[src/spi_pkg.sv]
`default_nettype none

package spi_pkg;

  localparam int SCLK_HALF = 4;  // Clock cycles per SCLK half period
  localparam int RD_GAP    = 32; // Deselect cycles between header and reply
  localparam int HDR_BITS  = 4;
  localparam int CMD_BITS  = 12;
  localparam int DATA_BITS = 8;

  localparam int SCLK_CNT_W = $clog2(SCLK_HALF);
  localparam int BIT_CNT_W  = $clog2(CMD_BITS);
  localparam int GAP_CNT_W  = $clog2(RD_GAP);

  localparam logic [3:0] REG_CMD    = 4'h0;
  localparam logic [3:0] REG_STATUS = 4'h4;
  localparam logic [3:0] REG_RDATA  = 4'h8;

  localparam logic [1:0] RESP_OKAY   = 2'b00;
  localparam logic [1:0] RESP_SLVERR = 2'b10;

  typedef enum logic {
    OP_READ  = 1'b0,
    OP_WRITE = 1'b1
  } spi_op_e;

  typedef struct packed {
    spi_op_e    op;
    logic [2:0] addr;
    logic [7:0] data;
  } spi_cmd_t;

  typedef enum logic [2:0] {
    ST_IDLE,
    ST_SEND,
    ST_GAP,
    ST_RECV,
    ST_DONE
  } spi_state_e;

  typedef struct packed {
    logic sclk;
    logic cs_n;
    logic mosi;
  } spi_pins_t;

  typedef struct packed {
    logic        awvalid;
    logic [3:0]  awaddr;
    logic        wvalid;
    logic [31:0] wdata;
    logic        bready;
    logic        arvalid;
    logic [3:0]  araddr;
    logic        rready;
  } axil_req_t;

  typedef struct packed {
    logic        awready;
    logic        wready;
    logic        bvalid;
    logic [1:0]  bresp;
    logic        arready;
    logic        rvalid;
    logic [31:0] rdata;
    logic [1:0]  rresp;
  } axil_rsp_t;

endpackage

`default_nettype wire

[src/spi_sclk_gen.sv]
`timescale 1ns/100ps
`default_nettype none

module spi_sclk_gen (
  input  logic clk,
  input  logic rst_n,
  input  logic sclk_en,
  output logic tick
);
  import spi_pkg::*;

  localparam logic [SCLK_CNT_W-1:0] RELOAD = SCLK_CNT_W'(SCLK_HALF - 1);

  logic [SCLK_CNT_W-1:0] cnt;

  // Counts down from SCLK_HALF-1 so a tick lands every SCLK_HALF cycles
  always_ff @(posedge clk or negedge rst_n)
  begin
    if (!rst_n)
      cnt <= RELOAD;
    else if (!sclk_en || (cnt == '0))
      cnt <= RELOAD; // Held at reload between frames
    else
      cnt <= cnt - 1'b1;
  end

  assign tick = sclk_en && (cnt == '0);

endmodule

`default_nettype wire

[src/spi_cmd_engine.sv]
`timescale 1ns/100ps
`default_nettype none

module spi_cmd_engine (
  input  logic                          clk,
  input  logic                          rst_n,
  input  spi_pkg::spi_cmd_t             cmd,
  input  logic                          cmd_valid,
  output logic                          cmd_ready,
  output logic                          busy,
  output logic                          sclk_en,
  input  logic                          tick,
  output spi_pkg::spi_pins_t            spi,
  input  logic                          miso,
  output logic                          rd_valid,
  output logic [spi_pkg::DATA_BITS-1:0] rd_data
);
  import spi_pkg::*;

  spi_state_e           state;
  spi_op_e              op_q;
  logic [BIT_CNT_W-1:0] bit_cnt;
  logic [BIT_CNT_W-1:0] last_idx;
  logic [GAP_CNT_W-1:0] gap_cnt;
  logic [CMD_BITS-1:0]  tx_sr;
  logic [DATA_BITS-1:0] rx_sr;
  logic                 accept;
  logic                 rise_tick;
  logic                 fall_tick;

  assign accept    = cmd_valid && cmd_ready;
  assign cmd_ready = (state == ST_IDLE);
  assign busy      = (state != ST_IDLE) || accept;
  assign rise_tick = tick && !spi.sclk;
  assign fall_tick = tick && spi.sclk;
  assign rd_valid  = (state == ST_DONE) && (op_q == OP_READ);
  assign rd_data   = rx_sr;

  // Frame length depends on phase and opcode
  always_comb
  begin
    if (state == ST_RECV)
      last_idx = BIT_CNT_W'(DATA_BITS - 1);
    else if (op_q == OP_WRITE)
      last_idx = BIT_CNT_W'(CMD_BITS - 1);
    else
      last_idx = BIT_CNT_W'(HDR_BITS - 1); // Read header only
  end

  always_ff @(posedge clk or negedge rst_n)
  begin
    if (!rst_n)
    begin
      state    <= ST_IDLE;
      op_q     <= OP_READ;
      bit_cnt  <= '0;
      gap_cnt  <= '0;
      sclk_en  <= 1'b0;
      spi.sclk <= 1'b0;
      spi.cs_n <= 1'b1;
      spi.mosi <= 1'b0;
    end
    else
    begin
      case (state)
        ST_IDLE:
        begin
          if (accept)
          begin
            op_q     <= cmd.op;
            bit_cnt  <= '0;
            sclk_en  <= 1'b1;
            spi.cs_n <= 1'b0;
            spi.mosi <= cmd[CMD_BITS-1]; // MSB ready at cs_n fall
            state    <= ST_SEND;
          end
        end
        ST_SEND:
        begin
          if (tick)
            spi.sclk <= ~spi.sclk;
          if (fall_tick)
          begin
            if (bit_cnt == last_idx)
            begin
              sclk_en  <= 1'b0;
              spi.cs_n <= 1'b1;
              spi.mosi <= 1'b0;
              if (op_q == OP_WRITE)
                state <= ST_DONE;
              else
              begin
                gap_cnt <= GAP_CNT_W'(RD_GAP - 1);
                state   <= ST_GAP;
              end
            end
            else
            begin
              bit_cnt  <= bit_cnt + 1'b1;
              spi.mosi <= tx_sr[CMD_BITS-2]; // Next bit on falling edge
            end
          end
        end
        ST_GAP:
        begin
          if (gap_cnt == '0)
          begin
            bit_cnt  <= '0;
            sclk_en  <= 1'b1;
            spi.cs_n <= 1'b0; // Reselect for the reply
            state    <= ST_RECV;
          end
          else
            gap_cnt <= gap_cnt - 1'b1;
        end
        ST_RECV:
        begin
          if (tick)
            spi.sclk <= ~spi.sclk;
          if (fall_tick)
          begin
            if (bit_cnt == last_idx)
            begin
              sclk_en  <= 1'b0;
              spi.cs_n <= 1'b1;
              state    <= ST_DONE;
            end
            else
              bit_cnt <= bit_cnt + 1'b1;
          end
        end
        ST_DONE:
          state <= ST_IDLE;
        default:
          state <= ST_IDLE;
      endcase
    end
  end

  always_ff @(posedge clk)
  begin
    if (accept)
      tx_sr <= cmd;
    else if ((state == ST_SEND) && fall_tick)
      tx_sr <= {tx_sr[CMD_BITS-2:0], 1'b0};
    if ((state == ST_RECV) && rise_tick)
      rx_sr <= {rx_sr[DATA_BITS-2:0], miso}; // Sample on SCLK rise
  end

  a_cs_idle: assert property (@(posedge clk) disable iff (!rst_n)
    (state == ST_IDLE) |-> spi.cs_n)
    else $error("cs_n low while sequencer idle");

  a_cmd_stable: assert property (@(posedge clk) disable iff (!rst_n)
    (cmd_valid && !cmd_ready) |=> $stable(cmd))
    else $error("cmd changed while waiting for cmd_ready");

endmodule

`default_nettype wire

[src/spi_axil_regs.sv]
`timescale 1ns/100ps
`default_nettype none

module spi_axil_regs (
  input  logic                          clk,
  input  logic                          rst_n,
  input  spi_pkg::axil_req_t            axil_req,
  output spi_pkg::axil_rsp_t            axil_rsp,
  output spi_pkg::spi_cmd_t             cmd,
  output logic                          cmd_valid,
  input  logic                          cmd_ready,
  input  logic                          busy,
  input  logic                          rd_valid,
  input  logic [spi_pkg::DATA_BITS-1:0] rd_data
);
  import spi_pkg::*;

  logic                 wr_hs;
  logic                 rd_hs;
  logic                 cmd_err;
  logic                 cmd_load;
  logic                 bvalid_q;
  logic [1:0]           bresp_q;
  logic                 rvalid_q;
  logic [31:0]          rdata_q;
  logic [31:0]          rd_mux;
  logic                 rdata_valid_q;
  logic [DATA_BITS-1:0] rbyte_q;

  assign wr_hs    = axil_req.awvalid && axil_req.wvalid && !bvalid_q;
  assign rd_hs    = axil_req.arvalid && !rvalid_q;
  assign cmd_err  = (axil_req.awaddr == REG_CMD) && (cmd_valid || busy); // One command only
  assign cmd_load = wr_hs && (axil_req.awaddr == REG_CMD) && !cmd_err;

  always_comb
  begin
    case (axil_req.araddr)
      REG_STATUS: rd_mux = {30'd0, rdata_valid_q, busy || cmd_valid};
      REG_RDATA:  rd_mux = {{(32 - DATA_BITS){1'b0}}, rbyte_q};
      default:    rd_mux = '0;
    endcase
  end

  always_comb
  begin
    axil_rsp.awready = wr_hs;
    axil_rsp.wready  = wr_hs;
    axil_rsp.bvalid  = bvalid_q;
    axil_rsp.bresp   = bresp_q;
    axil_rsp.arready = !rvalid_q;
    axil_rsp.rvalid  = rvalid_q;
    axil_rsp.rdata   = rdata_q;
    axil_rsp.rresp   = RESP_OKAY;
  end

  always_ff @(posedge clk or negedge rst_n)
  begin
    if (!rst_n)
    begin
      bvalid_q      <= 1'b0;
      bresp_q       <= RESP_OKAY;
      rvalid_q      <= 1'b0;
      cmd_valid     <= 1'b0;
      rdata_valid_q <= 1'b0;
    end
    else
    begin
      if (wr_hs)
      begin
        bvalid_q <= 1'b1;
        bresp_q  <= cmd_err ? RESP_SLVERR : RESP_OKAY;
      end
      else if (axil_req.bready)
        bvalid_q <= 1'b0;

      if (cmd_load)
        cmd_valid <= 1'b1;
      else if (cmd_ready)
        cmd_valid <= 1'b0; // Taken by the sequencer

      if (rd_hs)
        rvalid_q <= 1'b1;
      else if (axil_req.rready)
        rvalid_q <= 1'b0;

      if (rd_valid)
        rdata_valid_q <= 1'b1; // New byte wins over a clearing read
      else if (rd_hs && (axil_req.araddr == REG_RDATA))
        rdata_valid_q <= 1'b0;
    end
  end

  always_ff @(posedge clk)
  begin
    if (cmd_load)
      cmd <= spi_cmd_t'(axil_req.wdata[CMD_BITS-1:0]);
    if (rd_hs)
      rdata_q <= rd_mux;
    if (rd_valid)
      rbyte_q <= rd_data;
  end

  a_bvalid_hold: assert property (@(posedge clk) disable iff (!rst_n)
    (bvalid_q && !axil_req.bready) |=> bvalid_q)
    else $error("bvalid dropped before bready");

  a_rvalid_hold: assert property (@(posedge clk) disable iff (!rst_n)
    (rvalid_q && !axil_req.rready) |=> rvalid_q)
    else $error("rvalid dropped before rready");

endmodule

`default_nettype wire

[src/spi_ctrl_top.sv]
`timescale 1ns/100ps
`default_nettype none

module spi_ctrl_top (
  input  logic               clk,
  input  logic               rst_n,
  input  spi_pkg::axil_req_t axil_req,
  output spi_pkg::axil_rsp_t axil_rsp,
  output spi_pkg::spi_pins_t spi,
  input  logic               miso
);
  import spi_pkg::*;

  spi_cmd_t             cmd;
  logic                 cmd_valid;
  logic                 cmd_ready;
  logic                 busy;
  logic                 rd_valid;
  logic [DATA_BITS-1:0] rd_data;
  logic                 sclk_en;
  logic                 tick;

  spi_axil_regs spi_axil_regs_i (
    .clk       (clk),
    .rst_n     (rst_n),
    .axil_req  (axil_req),
    .axil_rsp  (axil_rsp),
    .cmd       (cmd),
    .cmd_valid (cmd_valid),
    .cmd_ready (cmd_ready),
    .busy      (busy),
    .rd_valid  (rd_valid),
    .rd_data   (rd_data)
  );

  spi_cmd_engine spi_cmd_engine_i (
    .clk       (clk),
    .rst_n     (rst_n),
    .cmd       (cmd),
    .cmd_valid (cmd_valid),
    .cmd_ready (cmd_ready),
    .busy      (busy),
    .sclk_en   (sclk_en),
    .tick      (tick),
    .spi       (spi),
    .miso      (miso),
    .rd_valid  (rd_valid),
    .rd_data   (rd_data)
  );

  spi_sclk_gen spi_sclk_gen_i (
    .clk     (clk),
    .rst_n   (rst_n),
    .sclk_en (sclk_en),
    .tick    (tick)
  );

endmodule

`default_nettype wire

[config.mk]
export PLATFORM = sky130hd
export DESIGN_NAME = spi_ctrl_top
export DESIGN_NICKNAME = d
export VERILOG_FILES = /design/src/spi_pkg.sv /design/src/spi_sclk_gen.sv /design/src/spi_cmd_engine.sv /design/src/spi_axil_regs.sv /design/src/spi_ctrl_top.sv
export SDC_FILE = /design/constraint.sdc
export NUM_CORES = 1
export LEC_CHECK = 0
export BUFFER_PORTS_ARGS = -buffer_cell sky130_fd_sc_hd__buf_2
export CAP_MARGIN = 20
export CORE_MARGIN = 8
export CORE_UTILIZATION = 27
export CTS_CLUSTER_DIAMETER = 60
export DETAILED_ROUTE_END_ITERATION = 6
export PLACE_DENSITY_LB_ADDON = 0.2
export SLEW_MARGIN = 20
export SYNTH_ARGS = -nofsm -noshare
export SYNTH_HDL_FRONTEND = slang
export SYNTH_HIERARCHICAL = 1
export SYNTH_SLANG_ARGS = --single-unit
[constraint.sdc]
create_clock -name clk -period 2.18 [get_ports clk]
set_input_delay 0.109 -clock clk [delete_from_list [all_inputs] [get_ports clk]]
set_output_delay 0.109 -clock clk [all_outputs]
set_load 0.03 [all_outputs]
; ---- Yosys cells after proc, flatten, opt, wreduce, memory -nomap -nowiden
; Cells that the tools add are included.
; W data, S select, Z words.
[totals]
register_bits = 96
latchBits = 0
ramBits = 0
mem_bits_ro = 0
input_bits = 48
out_inout_bits = 44
wordCells = 135
mem_count = 0
[op_classes]
add_sub_neg = 3
multipliers = 0
div_mod_pow = 0
magnitude_cmp = 0
n_eq_ne = 18
shift = 0
muxes = 46
bitwise_logic = 2
reduce_logical = 45
[ops]
columns = cell, count
row1 = $mux W4, 6
row2 = $mux W11, 2
row3 = $mux W3, 7
row4 = $mux W5, 4
row5 = $reduce_and A5 Y1, 4
row6 = $mux W1, 16
row7 = $pmux W8 S2, 1
row8 = $logic_and A1 B1 Y1, 14
row9 = $reduce_bool A2 Y1, 7
row10 = $ne A2 B1 Y1 const B, 6
row11 = $pmux W3 S4, 1
row12 = $pmux W4 S3, 1
row13 = $ne A2 B2 Y1 const B, 5
row14 = $pmux W5 S2, 1
row15 = $mux W2, 4
row16 = $eq A3 B2 Y1 const B, 2
row17 = $reduce_and A6 Y1, 1
row18 = $reduce_bool A3 Y1, 2
row19 = $logic_not A1 Y1, 5
row20 = $logic_not A5 Y1, 1
row21 = $sub A5 B1 Y5 const B, 1
row22 = $add A4 B1 Y4 const B, 1
row23 = $eq A4 B3 Y1 const B, 1
row24 = $eq A4 B4 Y1, 1
row25 = 16 further kinds, 20

; ---- Logic depth before layout (Yosys ltp)
; Gate-level depths: netlist (run 1).
[depth]
depth_word = 8
depth_mapped = 7
ltp_nobuf = 7

; ---- Hierarchy
; Netlist (run 1), hierarchy kept.
[by_module_without_submodules]
columns = mod, n_inst, cells_each, area_each_um2, seq_area_each_um2
row1 = spi_cmd_engine, 1, 141, 1784.2, 997.2
row2 = spi_axil_regs, 1, 96, 1401.3, 965.9
row3 = spi_sclk_gen, 1, 8, 93.8, 52.6

; ---- Least setup slack after synthesis (run 1)
; Ideal clock, no wire load.
[synth_timing]
path_kind = register to register
start = register spi_cmd_engine_i.state[0]
end = register spi_axil_regs_i/cmd[0] (netlist name)
setup_time_ns = 0.380
arrival_ns = 1.790
required_time_ns = 1.800
slack_ns = 0.010
path_stages_with_launch = 6
n_path_buf = 1
period_less_slack_ns = 2.170
path_cell_list = dfrtp_1 clkbuf_1 nor3_1 nand2b_1 or2_2 nor2_1
[synth_between]
elab_chain_cells = 7
elab_cells_between_ends = 8
cone_classes = 8 x reduce/logical
[synth_lines]
columns = element, line_no
row1 = "start, declared", spi_cmd_engine.sv:20  ; spi_state_e state;
row2 = "start signal, assigned", spi_cmd_engine.sv:54  ; state <= ST_IDLE;
row3 = "start signal, assigned", spi_cmd_engine.sv:75  ; state <= ST_SEND;
row4 = "start signal, assigned", spi_cmd_engine.sv:90  ; state <= ST_DONE;
row5 = $logic_not A3 Y1, spi_cmd_engine.sv:32  ; assign cmd_ready = (state == ST_IDLE);
row6 = named net cmd_ready, spi_ctrl_top.sv:16  ; logic cmd_ready;
row7 = $logic_and A1 B1 Y1, spi_cmd_engine.sv:31  ; assign accept = cmd_valid && cmd_ready;
row8 = $logic_or A1 B1 Y1, spi_cmd_engine.sv:33  ; assign busy = (state != ST_IDLE) || accept;
row9 = named net busy, spi_ctrl_top.sv:17  ; logic busy;
row10 = $logic_or A1 B1 Y1, spi_axil_regs.sv:32  ; assign cmd_err = (axil_req.awaddr == REG_CMD) && (cmd_valid || busy);
row11 = $logic_and A1 B1 Y1, spi_axil_regs.sv:32
row12 = $logic_not A1 Y1, spi_axil_regs.sv:33  ; assign cmd_load = wr_hs && (axil_req.awaddr == REG_CMD) && !cmd_err;
row13 = $logic_and A1 B1 Y1, spi_axil_regs.sv:33
row14 = named net spi_axil_regs_i.cmd_load, spi_axil_regs.sv:21  ; logic cmd_load;
; The timed path passes the listed nets, and every way through them passes these cells.
; A chain may end at the register's enable or synchronous reset.

; ---- Worst setup path in the final report (run 1)
[layout_timing]
start = register spi_sclk_gen_i.cnt[0]
end = register spi_cmd_engine_i.bit_cnt[0]
[layout_between]
elab_chain_cells = 5
[layout_lines]
columns = element, line_no
row1 = "start, declared", spi_sclk_gen.sv:14  ; logic [SCLK_CNT_W-1:0] cnt;
row2 = "start signal, assigned", spi_sclk_gen.sv:24  ; cnt <= cnt - 1'b1;
row3 = $logic_not A2 Y1, spi_sclk_gen.sv:27  ; assign tick = sclk_en && (cnt == '0);
row4 = $logic_and A1 B1 Y1, spi_sclk_gen.sv:27
row5 = named net tick, spi_ctrl_top.sv:21  ; logic tick;
row6 = $logic_and A1 B1 Y1, spi_cmd_engine.sv:35  ; assign fall_tick = tick && spi.sclk;
row7 = $ne A2 B1 Y1 (no line), --
row8 = $reduce_and A5 Y1 (no line), --
row9 = "end signal, assigned", spi_cmd_engine.sv:99  ; bit_cnt <= bit_cnt + 1'b1;
row10 = "end signal, assigned", spi_cmd_engine.sv:129  ; bit_cnt <= bit_cnt + 1'b1;
row11 = "end, declared", spi_cmd_engine.sv:22  ; logic [BIT_CNT_W-1:0] bit_cnt;
; The timed path passes the listed nets, and every way through them passes these cells.

==> run_results.csv, run 1 <==
group,metric,value,unit
sta,finalSetupViolations,0,
synth,synth_cell_types,58,
synth,synth.most_common_cell,"edfxtp_1",
synth,synth_top_family_by_area,"simple AND/OR/NAND/NOR gates",
synth,synthTopCellsByArea,"edfxtp_1 (43%), dfrtp_1 (16%), buf_4 (7.1%)",
synth,synth_fa_ha_area_share,1.53,%
critical_path,path_max_fanout,5,
sta,fin_crit_sh,90.8,%
placement,hpwl,4350,µm
placement,io_buffers,44,
drt,drtIter0Drc,104,
sta,max_freq,505,MHz
clock_network,cts.repair.resized,0,
clock_network,numCtsBuffers,9,
floorplanning,die_area,15900,µm²
synth,ys_seq_area_share,61.5,%
critical_path,worstSetupEndpointType,"flip-flop",
critical_path,cp_slowest_cell,"dfstp_2",
clock_network,ctsRootBufferMaster,"clkbuf_16",
synth,syn-cell-area,3280,µm²
sta,rsz0062_at_grt,"false",
sta,setup_tns,0,ns
clock_network,clk_latency,0.32,ns
outcome,status,"complete, no violations",
synth,syn_area_per_cell,13.4,µm²
floorplanning,die_width,126,µm
grt,grt_pass1_wl,10300,µm
synth,synth-compound-area-share,7.29,%
critical_path,cp_slowest_stage_delay,0.53,ns
synth,yosysWarningCount,6,
drt,wirelength,6230,µm
clock_network,postCtsSetupRepairBufs,0,
placement,dp.cells,434,
power,leakage,1.65,nW
synth,synthArstFlopShare,33.8,%
clock_network,cts.htree.levels,3,
clock_network,clk_path_buf_depth,2,
drt,route.detailed.drc,0,
grt,grt_pass1_vias,2012,
synth,synthMuxAreaShare,3.78,%
synth,synth-xor-area-share,1.07,%
final_layout,drive_gt1_share,28.2,%
synth,synth_top_area_share,43.0,%
drt,antenna_left,0,
clock_network,clock_sinks,71,
clock_network,path_clk_slew,0.06,ns
worst_hold_path,min_path_type,"in -> reg",
synth,yosys.area_share.simple,15.2,%
grt,overflow,0,
synth,synth_common_cells,"edfxtp_1 (47), buf_4 (31), dfrtp_1 (21)",
floorplanning,die_y,126,µm
grt,grt_max_degree,25,
critical_path,path_cells,"inv_1 > ha_1 > and2_1 > and4b_1 > a211oi_1 > buf_4 > or3_1 > o211ai_1",
floorplanning,start_util,27.5,%
power,pwr_density_cell,991,nW/µm²
final_layout,fillers,1177,
sta,drv_slew,0,
sta,worst_pin_slew,0.592,ns
critical_path,cp-start-kind,"flip-flop",
sta,layout_min_cycle_time,1.98,ns
drt,routed-via-count,1981,
synth,ys_ff_latch,71,
synth,synth_flop_cell,"edfxtp_1",
floorplanning,fp-row-count,40,
critical_path,cp.required,2.37,ns
critical_path,arrival,2.17,ns
placement,gp_congestion,0.778,
floorplanning,coreArea,11900,µm²
power,vdd_ir_drop_max,0.370,mV
floorplanning,io_pins,92,
drt,via_per_inst,4.25,
clock_network,cts_tree,"built",
final_layout,antenna_cells,0,
sta,hold_viol,0,
final_layout,syn_to_final_growth,24.2,%
drt,wire_per_inst,13.4,µm
grt,grt_usage,7.96,%
final_layout,fin_nets,366,
sta,finClkSkew,0.00510,ns
grt,antenna_found_initial,0,
synth,synth_top_area_cell,"edfxtp_1",
critical_path,criticalPathCategory,"reg -> reg",
drt,firstDrtPassIters,4,
flow_run,max_cap_violations,0,
synth,synth-edff-count,47,
sta,maxSlewHeadroom,60.6,%
synth,synthCells,245,
final_layout,stdcell_count,466,
worst paths after layout:
check                           cells after the start  slack [ns]                     endpoint                         from
worst max-delay path                                8        0.20  spi_cmd_engine_i/bit_cnt[0]        spi_sclk_gen_i/cnt[0]
worst min-delay path                                4        0.07   spi_axil_regs_i/bresp_q[1]                 axil_req[42]
worst max register to register                      8        0.20  spi_cmd_engine_i/bit_cnt[0]        spi_sclk_gen_i/cnt[0]
worst min register to register                      0        0.42   spi_axil_regs_i/rbyte_q[7]  spi_cmd_engine_i/rd_data[7]
max in group asynchronous                           2        1.46  spi_cmd_engine_i/bit_cnt[0]                        rst_n
min in group asynchronous                           2        0.32  spi_cmd_engine_i/gap_cnt[0]                        rst_n
through the flow:
| stage | area (µm²) | utilization (%) | total power, W | hold WS (ns) | setup slack, ns |
|---|---|---|---|---|---|
| global placement | 3590 | 30.1 | 0.00246 | 0.152 | 0.213 |
| finish | 4070 | 34.2 | 0.00403 | 0.0686 | 0.201 |
| global route | 4070 | 34.2 | 0.00425 | 0.0731 | 0.0182 |
| CTS | 4070 | 34.2 | 0.00409 | 0.0600 | 0.178 |
| detailed placement | 3590 | 30.1 | 0.00247 | 0.159 | 0.193 |
| floorplan | 3380 | - | 0.00231 | -0.187 | 0.00999 |
area by class of cell:
| cell class | count | area [µm²] | share of cell area (%) |
|---|---|---|---|
| clock buffer | 10 | 229 | 5.62 |
| clock inverter | 6 | 92.6 | 2.27 |
| inverter | 11 | 41.3 | 1.01 |
| multi-input combinational | 152 | 1050 | 25.8 |
| sequential | 71 | 2020 | 49.5 |
| tap | 147 | 184 | 4.52 |
| timing repair buffer | 69 | 460 | 11.3 |
state kept, by name (all words and copies together), names as in the netlist:
| register | count |
|---|---|
| spi_cmd_engine_i/spi | 3 |
| spi_cmd_engine_i/gap_cnt | 5 |
| spi_cmd_engine_i/state | 3 |
| spi_cmd_engine_i/sclk_en | 1 |
| spi_cmd_engine_i/bit_cnt | 4 |
| spi_axil_regs_i/rbyte_q | 8 |
| spi_axil_regs_i/rdata_q | 8 |
| spi_axil_regs_i/bresp_q | 1 |
| spi_sclk_gen_i/cnt | 2 |
| spi_axil_regs_i/cmd | 12 |
| spi_cmd_engine_i/tx_sr | 11 |
| spi_axil_regs_i/bvalid_q | 1 |
| spi_cmd_engine_i/op_q | 1 |
| spi_axil_regs_i/cmd_valid | 1 |
| spi_axil_regs_i/rdata_valid_q | 1 |
| spi_axil_regs_i/rvalid_q | 1 |
| spi_cmd_engine_i/rd_data | 8 |
report_power, final:
group	switching, W	leakage, nW	internal [W]
sequential	0.000138	0.718	0.00160
combinational	0.000428	0.777	0.000294
clock	0.000562	0.150	0.00101
placed cells by master, fill, tap and decap left out, drive strengths merged, types with 3 or more instances in the layout:
cell,n
a21o,3
a2bb2oi,3
and2,9
buf,53
clkbuf,10
conb,27
dfrtp,21
dfstp,3
dlygate4sd3,16
edfxtp,47
ha,4
inv,13
mux2,11
nand2,15
nand3,3
nand3b,3
nand4b,3
nor2,7
nor2b,5
nor3,8
nor3b,3
nor4b,4
o211ai,5
logic make-up after synthesis:
family,Yosys count
other,1
multiplexers,11
flip-flops,71
adder cells (fa/ha/maj),4
AO/OA/AOI/OAI,31
buffers and inverters,48
XOR/XNOR,4
AND/OR/NAND/NOR,75
critical path, delay by kind of cell, from the launching register on:
family                   cells  cell delay [ns]
AND/OR/NAND/NOR              3             0.57
flip-flops                   1             0.53
AO/OA/AOI/OAI                2             0.34
buffers and inverters        2             0.22
adder cells (fa/ha/maj)      1             0.20
what timing repair did:
action	4_1_cts	5_1_grt
setup endpoints to repair	0	0
endpoints found under the hold margin	36	0
hold buffers	16	0
metal layers:
| layer | part of all wire [%] | track usage, % | vias up |
|---|---|---|---|
| met1 | 48 | 10.4 | 926 |
| met3 | 11 | 3.84 | 5 |
| met5 | 0 | 0 | - |
| li1 | - | - | 972 |
| met2 | 41 | 11.2 | 78 |
| met4 | 0.50 | 2.76 | 0 |
(Power assumes the default switching activity.)
==> run 2: changes to the inputs <==
--- a/config.mk
+++ b/config.mk
@@ -7,7 +7,7 @@
 export LEC_CHECK = 0
 export BUFFER_PORTS_ARGS = -buffer_cell sky130_fd_sc_hd__buf_2
 export CAP_MARGIN = 20
-export CORE_MARGIN = 8
+export CORE_MARGIN = 2
 export CORE_UTILIZATION = 27
 export CTS_CLUSTER_DIAMETER = 60
 export DETAILED_ROUTE_END_ITERATION = 6
==> run_results.csv, run 2 (synthesis results as in run 1) <==
group,metric,value,unit
placement,gp_congestion,0.773,
placement,hpwl,3940,µm
power,leakage,1.65,nW
clock_network,clock_sinks,71,
outcome,status,"complete, no violations",
placement,dp.cells,434,
sta,worst_pin_slew,0.574,ns
flow_run,max_cap_violations,0,
grt,antenna_found_initial,0,
final_layout,reg.largest.list,"spi_axil_regs_i/cmd (12), spi_cmd_engine_i/tx_sr (11)",
final_layout,syn_to_final_growth,24.5,%
placement,post-place-ws,0.195,ns
grt,overflow,0,
floorplanning,io_pins,92,
sta,holdWs,0.0690,ns
drt,wirelength,5770,µm
critical_path,cp.required,2.38,ns
critical_path,path_max_fanout,5,
floorplanning,die_width,114,µm
sta,drv_slew,0,
drt,wire_per_inst,12.4,µm
final_layout,top_register,"spi_axil_regs_i/cmd",
floorplanning,die_y,114,µm
floorplanning,start_util,27.5,%
drt,route.detailed.drc,0,
grt,grt_pass1_vias,1904,
clock_network,cts_tree,"built",
drt,routed-via-count,1975,
grt,grt_pass1_wl,9450,µm
sta,setup_tns,0,ns
critical_path,cp-start-kind,"flip-flop",
power,pwr_density_cell,990,nW/µm²
final_layout,largest_register_ffs,12,
drt,firstDrtPassIters,4,
sta,finalSetupViolations,0,
sta,maxSlewHeadroom,61.7,%
critical_path,worstSetupEndpointType,"flip-flop",
clock_network,numCtsBuffers,9,
power,vdd_ir_drop_max,0.498,mV
final_layout,fillers,1179,
worst_hold_path,min-delay-start,"axil_req[42]",
critical_path,arrival,2.18,ns
floorplanning,coreArea,11900,µm²
sta,fin_crit_sh,91.2,%
final_layout,drive_gt1_share,28.2,%
drt,antenna_left,0,
floorplanning,fp-row-count,40,
sta,fin_ws,0.193,ns
sta,rsz0062_at_grt,"false",
final_layout,stdcell_count,466,
placement,dpl_cell_area,3600,µm²
final_layout,multi_input_area,1050,µm²
floorplanning,die_area,13000,µm²
worst_hold_path,min_path_type,"in -> reg",
final_layout,final_common_cell,"edfxtp_1",
final_layout,fin_nets,366,
critical_path,cp-startpoint,"spi_sclk_gen_i/cnt[0]",
sta,max_freq,503,MHz
clock_network,clk_latency,0.32,ns
critical_path,criticalPathCategory,"reg -> reg",
clock_network,clk_path_buf_depth,2,
final_layout,seqCellArea,2020,µm²
clock_network,cts.htree.levels,3,
sta,finClkSkew,0.00587,ns
drt,drtIter0Drc,63,
final_layout,postLayoutCellArea,4080,µm²
clock_network,ctsRootBufferMaster,"clkbuf_16",
final_layout,final_cell_mix,"edfxtp_1 (47), buf_2 (44), conb_1 (27)",
critical_path,regToRegStartpoint,"spi_sclk_gen_i/cnt[0]",
clock_network,path_clk_slew,0.06,ns
grt,grt_usage,9.24,%
sta,hold_viol,0,
sta,layout_min_cycle_time,1.99,ns
placement,io_buffers,44,
final_layout,antenna_cells,0,
grt,grt_max_degree,25,
drt,via_per_inst,4.24,
run 2: report_power, final:
part	switching (W)	internal, W
clock	0.000570	0.00100
sequential	0.000138	0.00160
combinational	0.000431	0.000300
run 2: critical path: stages (launching register included):
cell and delay [ns]:
dfstp_2 0.53, inv_1 0.04, ha_1 0.20, and2_1 0.22, and4b_1 0.27, a211oi_1 0.27, buf_4 0.17, or3_1 0.09
o211ai_1 0.08
run 2: path summary, 6_finish.rpt:
check	end	slack, ns	depth (start not counted)
setup / recovery	spi_cmd_engine_i/bit_cnt[0]	0.19	8
hold / removal	spi_axil_regs_i/bresp_q[1]	0.07	4
setup reg to reg	spi_cmd_engine_i/bit_cnt[0]	0.19	8
hold reg to reg	spi_axil_regs_i/rbyte_q[7]	0.43	0
max in group asynchronous	spi_axil_regs_i/bresp_q[1]	1.48	2
min in group asynchronous	spi_cmd_engine_i/gap_cnt[1]	0.31	2
run 2: cell type report:
| type | instances | share of cell area [%] |
|---|---|---|
| Inverter | 11 | 1.01 |
| Timing Repair Buffer | 69 | 11.6 |
| Clock buffer | 9 | 5.51 |
| Clock inverter | 7 | 2.36 |
| Sequential cell | 71 | 49.4 |
| Tap cell | 147 | 4.50 |
| Multi-Input combinational cell | 152 | 25.7 |
run 2: repair_timing:
action                    4_1_cts  5_1_grt
hold endpoints to repair       36        0
setup buffers                   0        0
hold buffers                   16        0
gates resized for setup         0        0
run 2: per-layer routing:
metal | GRT usage [%] | share of wire (%) | up-vias
met4 | 2.93 | 0.69 | 0
met1 | 12.8 | 52 | 928
met2 | 13.5 | 42 | 66
li1 | - | - | 975
met3 | 3.28 | 5.6 | 6
met5 | 0 | 0 | -
run 2: through the flow:
stage | utilization, % | total power (W)
detailed placement | 30.2 | 0.00248
floorplan | - | 0.00231
finish | 34.3 | 0.00404
global route | 34.3 | 0.00426
global placement | 30.2 | 0.00247
CTS | 34.3 | 0.00409
==> run 3: changes to the inputs <==
--- a/config.mk
+++ b/config.mk
@@ -7,9 +7,11 @@
 export LEC_CHECK = 0
 export BUFFER_PORTS_ARGS = -buffer_cell sky130_fd_sc_hd__buf_2
 export CAP_MARGIN = 20
+export CELL_PAD_IN_SITES_DETAIL_PLACEMENT = 1
+export CELL_PAD_IN_SITES_GLOBAL_PLACEMENT = 1
 export CORE_MARGIN = 2
 export CORE_UTILIZATION = 27
-export CTS_CLUSTER_DIAMETER = 60
+export CTS_CLUSTER_DIAMETER = 50
 export DETAILED_ROUTE_END_ITERATION = 6
 export PLACE_DENSITY_LB_ADDON = 0.2
 export SLEW_MARGIN = 20
==> run_results.csv, run 3 (synthesis results as in run 1) <==
group,metric,value,unit
clock_network,clk_path_buf_depth,2,
drt,drtIter0Drc,45,
final_layout,syn_to_final_growth,23.8,%
worst_hold_path,whs_path_depth,4,
clock_network,clk_latency,0.32,ns
clock_network,ctsRootBufferMaster,"clkbuf_16",
placement,gp_congestion,0.744,
grt,overflow,0,
critical_path,cp-start-kind,"flip-flop",
final_layout,top_register,"spi_axil_regs_i/cmd",
worst_hold_path,min_path_type,"in -> reg",
power,p_total,0.00394,W
clock_network,cts.htree.levels,3,
grt,grt_pass1_wl,10300,µm
sta,layout_min_cycle_time,2.00,ns
critical_path,path_cells,"inv_1 > ha_1 > and2_1 > and4b_1 > a211oi_2 > buf_4 > or3_1 > o211ai_1",
power,vdd_ir_drop_max,0.376,mV
floorplanning,coreArea,11900,µm²
grt,grt_usage,10.2,%
drt,wirelength,6240,µm
final_layout,final_cell_mix,"edfxtp_1 (47), buf_2 (44), conb_1 (27)",
grt,grt_pass1_vias,2058,
drt,firstDrtPassIters,3,
final_layout,largest_register_ffs,12,
sta,finClkSkew,0.00481,ns
power,pwr_density_cell,970,nW/µm²
sta,setup_tns,0,ns
power,leakage,1.64,nW
critical_path,path_max_fanout,5,
final_layout,fin_nets,367,
clock_network,clock_sinks,71,
sta,finalSetupViolations,0,
sta,drv_slew,0,
sta,fin_crit_sh,91.6,%
placement,hpwl,4230,µm
final_layout,reg.largest.list,"spi_axil_regs_i/cmd (12), spi_cmd_engine_i/tx_sr (11)",
sta,maxSlewHeadroom,59.1,%
floorplanning,die_area,13000,µm²
floorplanning,io_pins,92,
critical_path,cp_slowest_stage_delay,0.53,ns
floorplanning,die_width,114,µm
sta,worst_pin_slew,0.613,ns
sta,rsz0062_at_grt,"false",
critical_path,cp.required,2.38,ns
grt,grt_max_degree,25,
drt,antenna_left,0,
drt,routed-via-count,2039,
flow_run,max_cap_violations,0,
final_layout,final_core_util,34.1,%
clock_network,path_clk_slew,0.06,ns
critical_path,criticalPathCategory,"reg -> reg",
sta,max_freq,501,MHz
placement,io_buffers,44,
clock_network,cts_tree,"built",
final_layout,drive_gt1_share,28.7,%
final_layout,postLayoutCellArea,4060,µm²
clock_network,postCtsSetupRepairBufs,0,
critical_path,cp_slowest_cell,"dfstp_2",
floorplanning,die_y,114,µm
critical_path,reg2reg_depth,8,
floorplanning,fp-row-count,40,
sta,hold_viol,0,
outcome,status,"complete, no violations",
grt,antenna_found_initial,0,
clock_network,numCtsBuffers,9,
final_layout,final_common_cell,"edfxtp_1",
placement,dpl_cell_area,3600,µm²
floorplanning,start_util,27.5,%
drt,via_per_inst,4.37,
final_layout,antenna_cells,0,
critical_path,worstSetupEndpointType,"flip-flop",
critical_path,arrival,2.19,ns
drt,wire_per_inst,13.4,µm
drt,route.detailed.drc,0,
[run 3: changes by cell type in the layout (fill, tap and decap cells not counted)]
cell       change
buf_12         -1
clkinv_2       +1
buf_4          +2
a211oi_2       +1
a211oi_1       -1
bufinv_16      -1
[run 3: area by class of cell]
class | instances | area [µm²]
clock buffers | 9 | 225
clock inverters | 7 | 71.3
fillers | 1321 | 7850
inverters | 11 | 41.3
multi-input cells | 152 | 1050
flip-flops and latches | 71 | 2020
well taps | 147 | 184
repair buffers | 70 | 468
[run 3: final timing paths]
path | endpoint | slack [ns] | from
min reg2reg | spi_axil_regs_i/rbyte_q[7] | 0.42 | spi_cmd_engine_i/rd_data[7]
min | spi_axil_regs_i/bresp_q[1] | 0.08 | axil_req[42]
max | spi_cmd_engine_i/bit_cnt[0] | 0.18 | spi_sclk_gen_i/cnt[0]
max reg2reg | spi_cmd_engine_i/bit_cnt[0] | 0.18 | spi_sclk_gen_i/cnt[0]
max in group asynchronous | spi_axil_regs_i/cmd_valid | 1.46 | rst_n
min in group asynchronous | spi_cmd_engine_i/gap_cnt[1] | 0.32 | rst_n
[run 3: layer usage]
metal	vias up	global-route usage (%)	wire, µm
li1	977	-	-
met1	991	13.4	2990
met2	61	16.3	2840
met3	10	2.86	330
met4	0	3.66	82
met5	-	0	0
[run 3: worst max-delay path: cells and delay by family (launching register included)]
family | cells | cell delay, ns
fa+ha+maj | 1 | 0.21
compound gates | 2 | 0.34
buf+inv | 2 | 0.21
simple gates | 3 | 0.58
flops | 1 | 0.53
[run 3: repair_timing]
| action | 4_1_cts | 5_1_grt |
|---|---|---|
| endpoints found under the setup margin | 0 | 1 |
| resized for setup | 0 | 1 |
| hold buffers | 16 | 0 |
| endpoints found under the hold margin | 36 | 0 |
[run 3: through the flow]
step                      setup slack, ns  hold slack, ns  instances
after CTS                           0.109          0.0675        467
final                               0.184          0.0782        467
after detailed placement            0.124           0.161        435
after global placement              0.169           0.159        435
after floorplan                   0.00999          -0.187        271
after global routing               0.0312          0.0860        467
[run 3: power by group]
part / internal [W] / switching (W) / total (W)
Clock: 0.000885 / 0.000572 / 0.00146
Combinational: 0.000299 / 0.000438 / 0.000736
Sequential: 0.00160 / 0.000143 / 0.00174
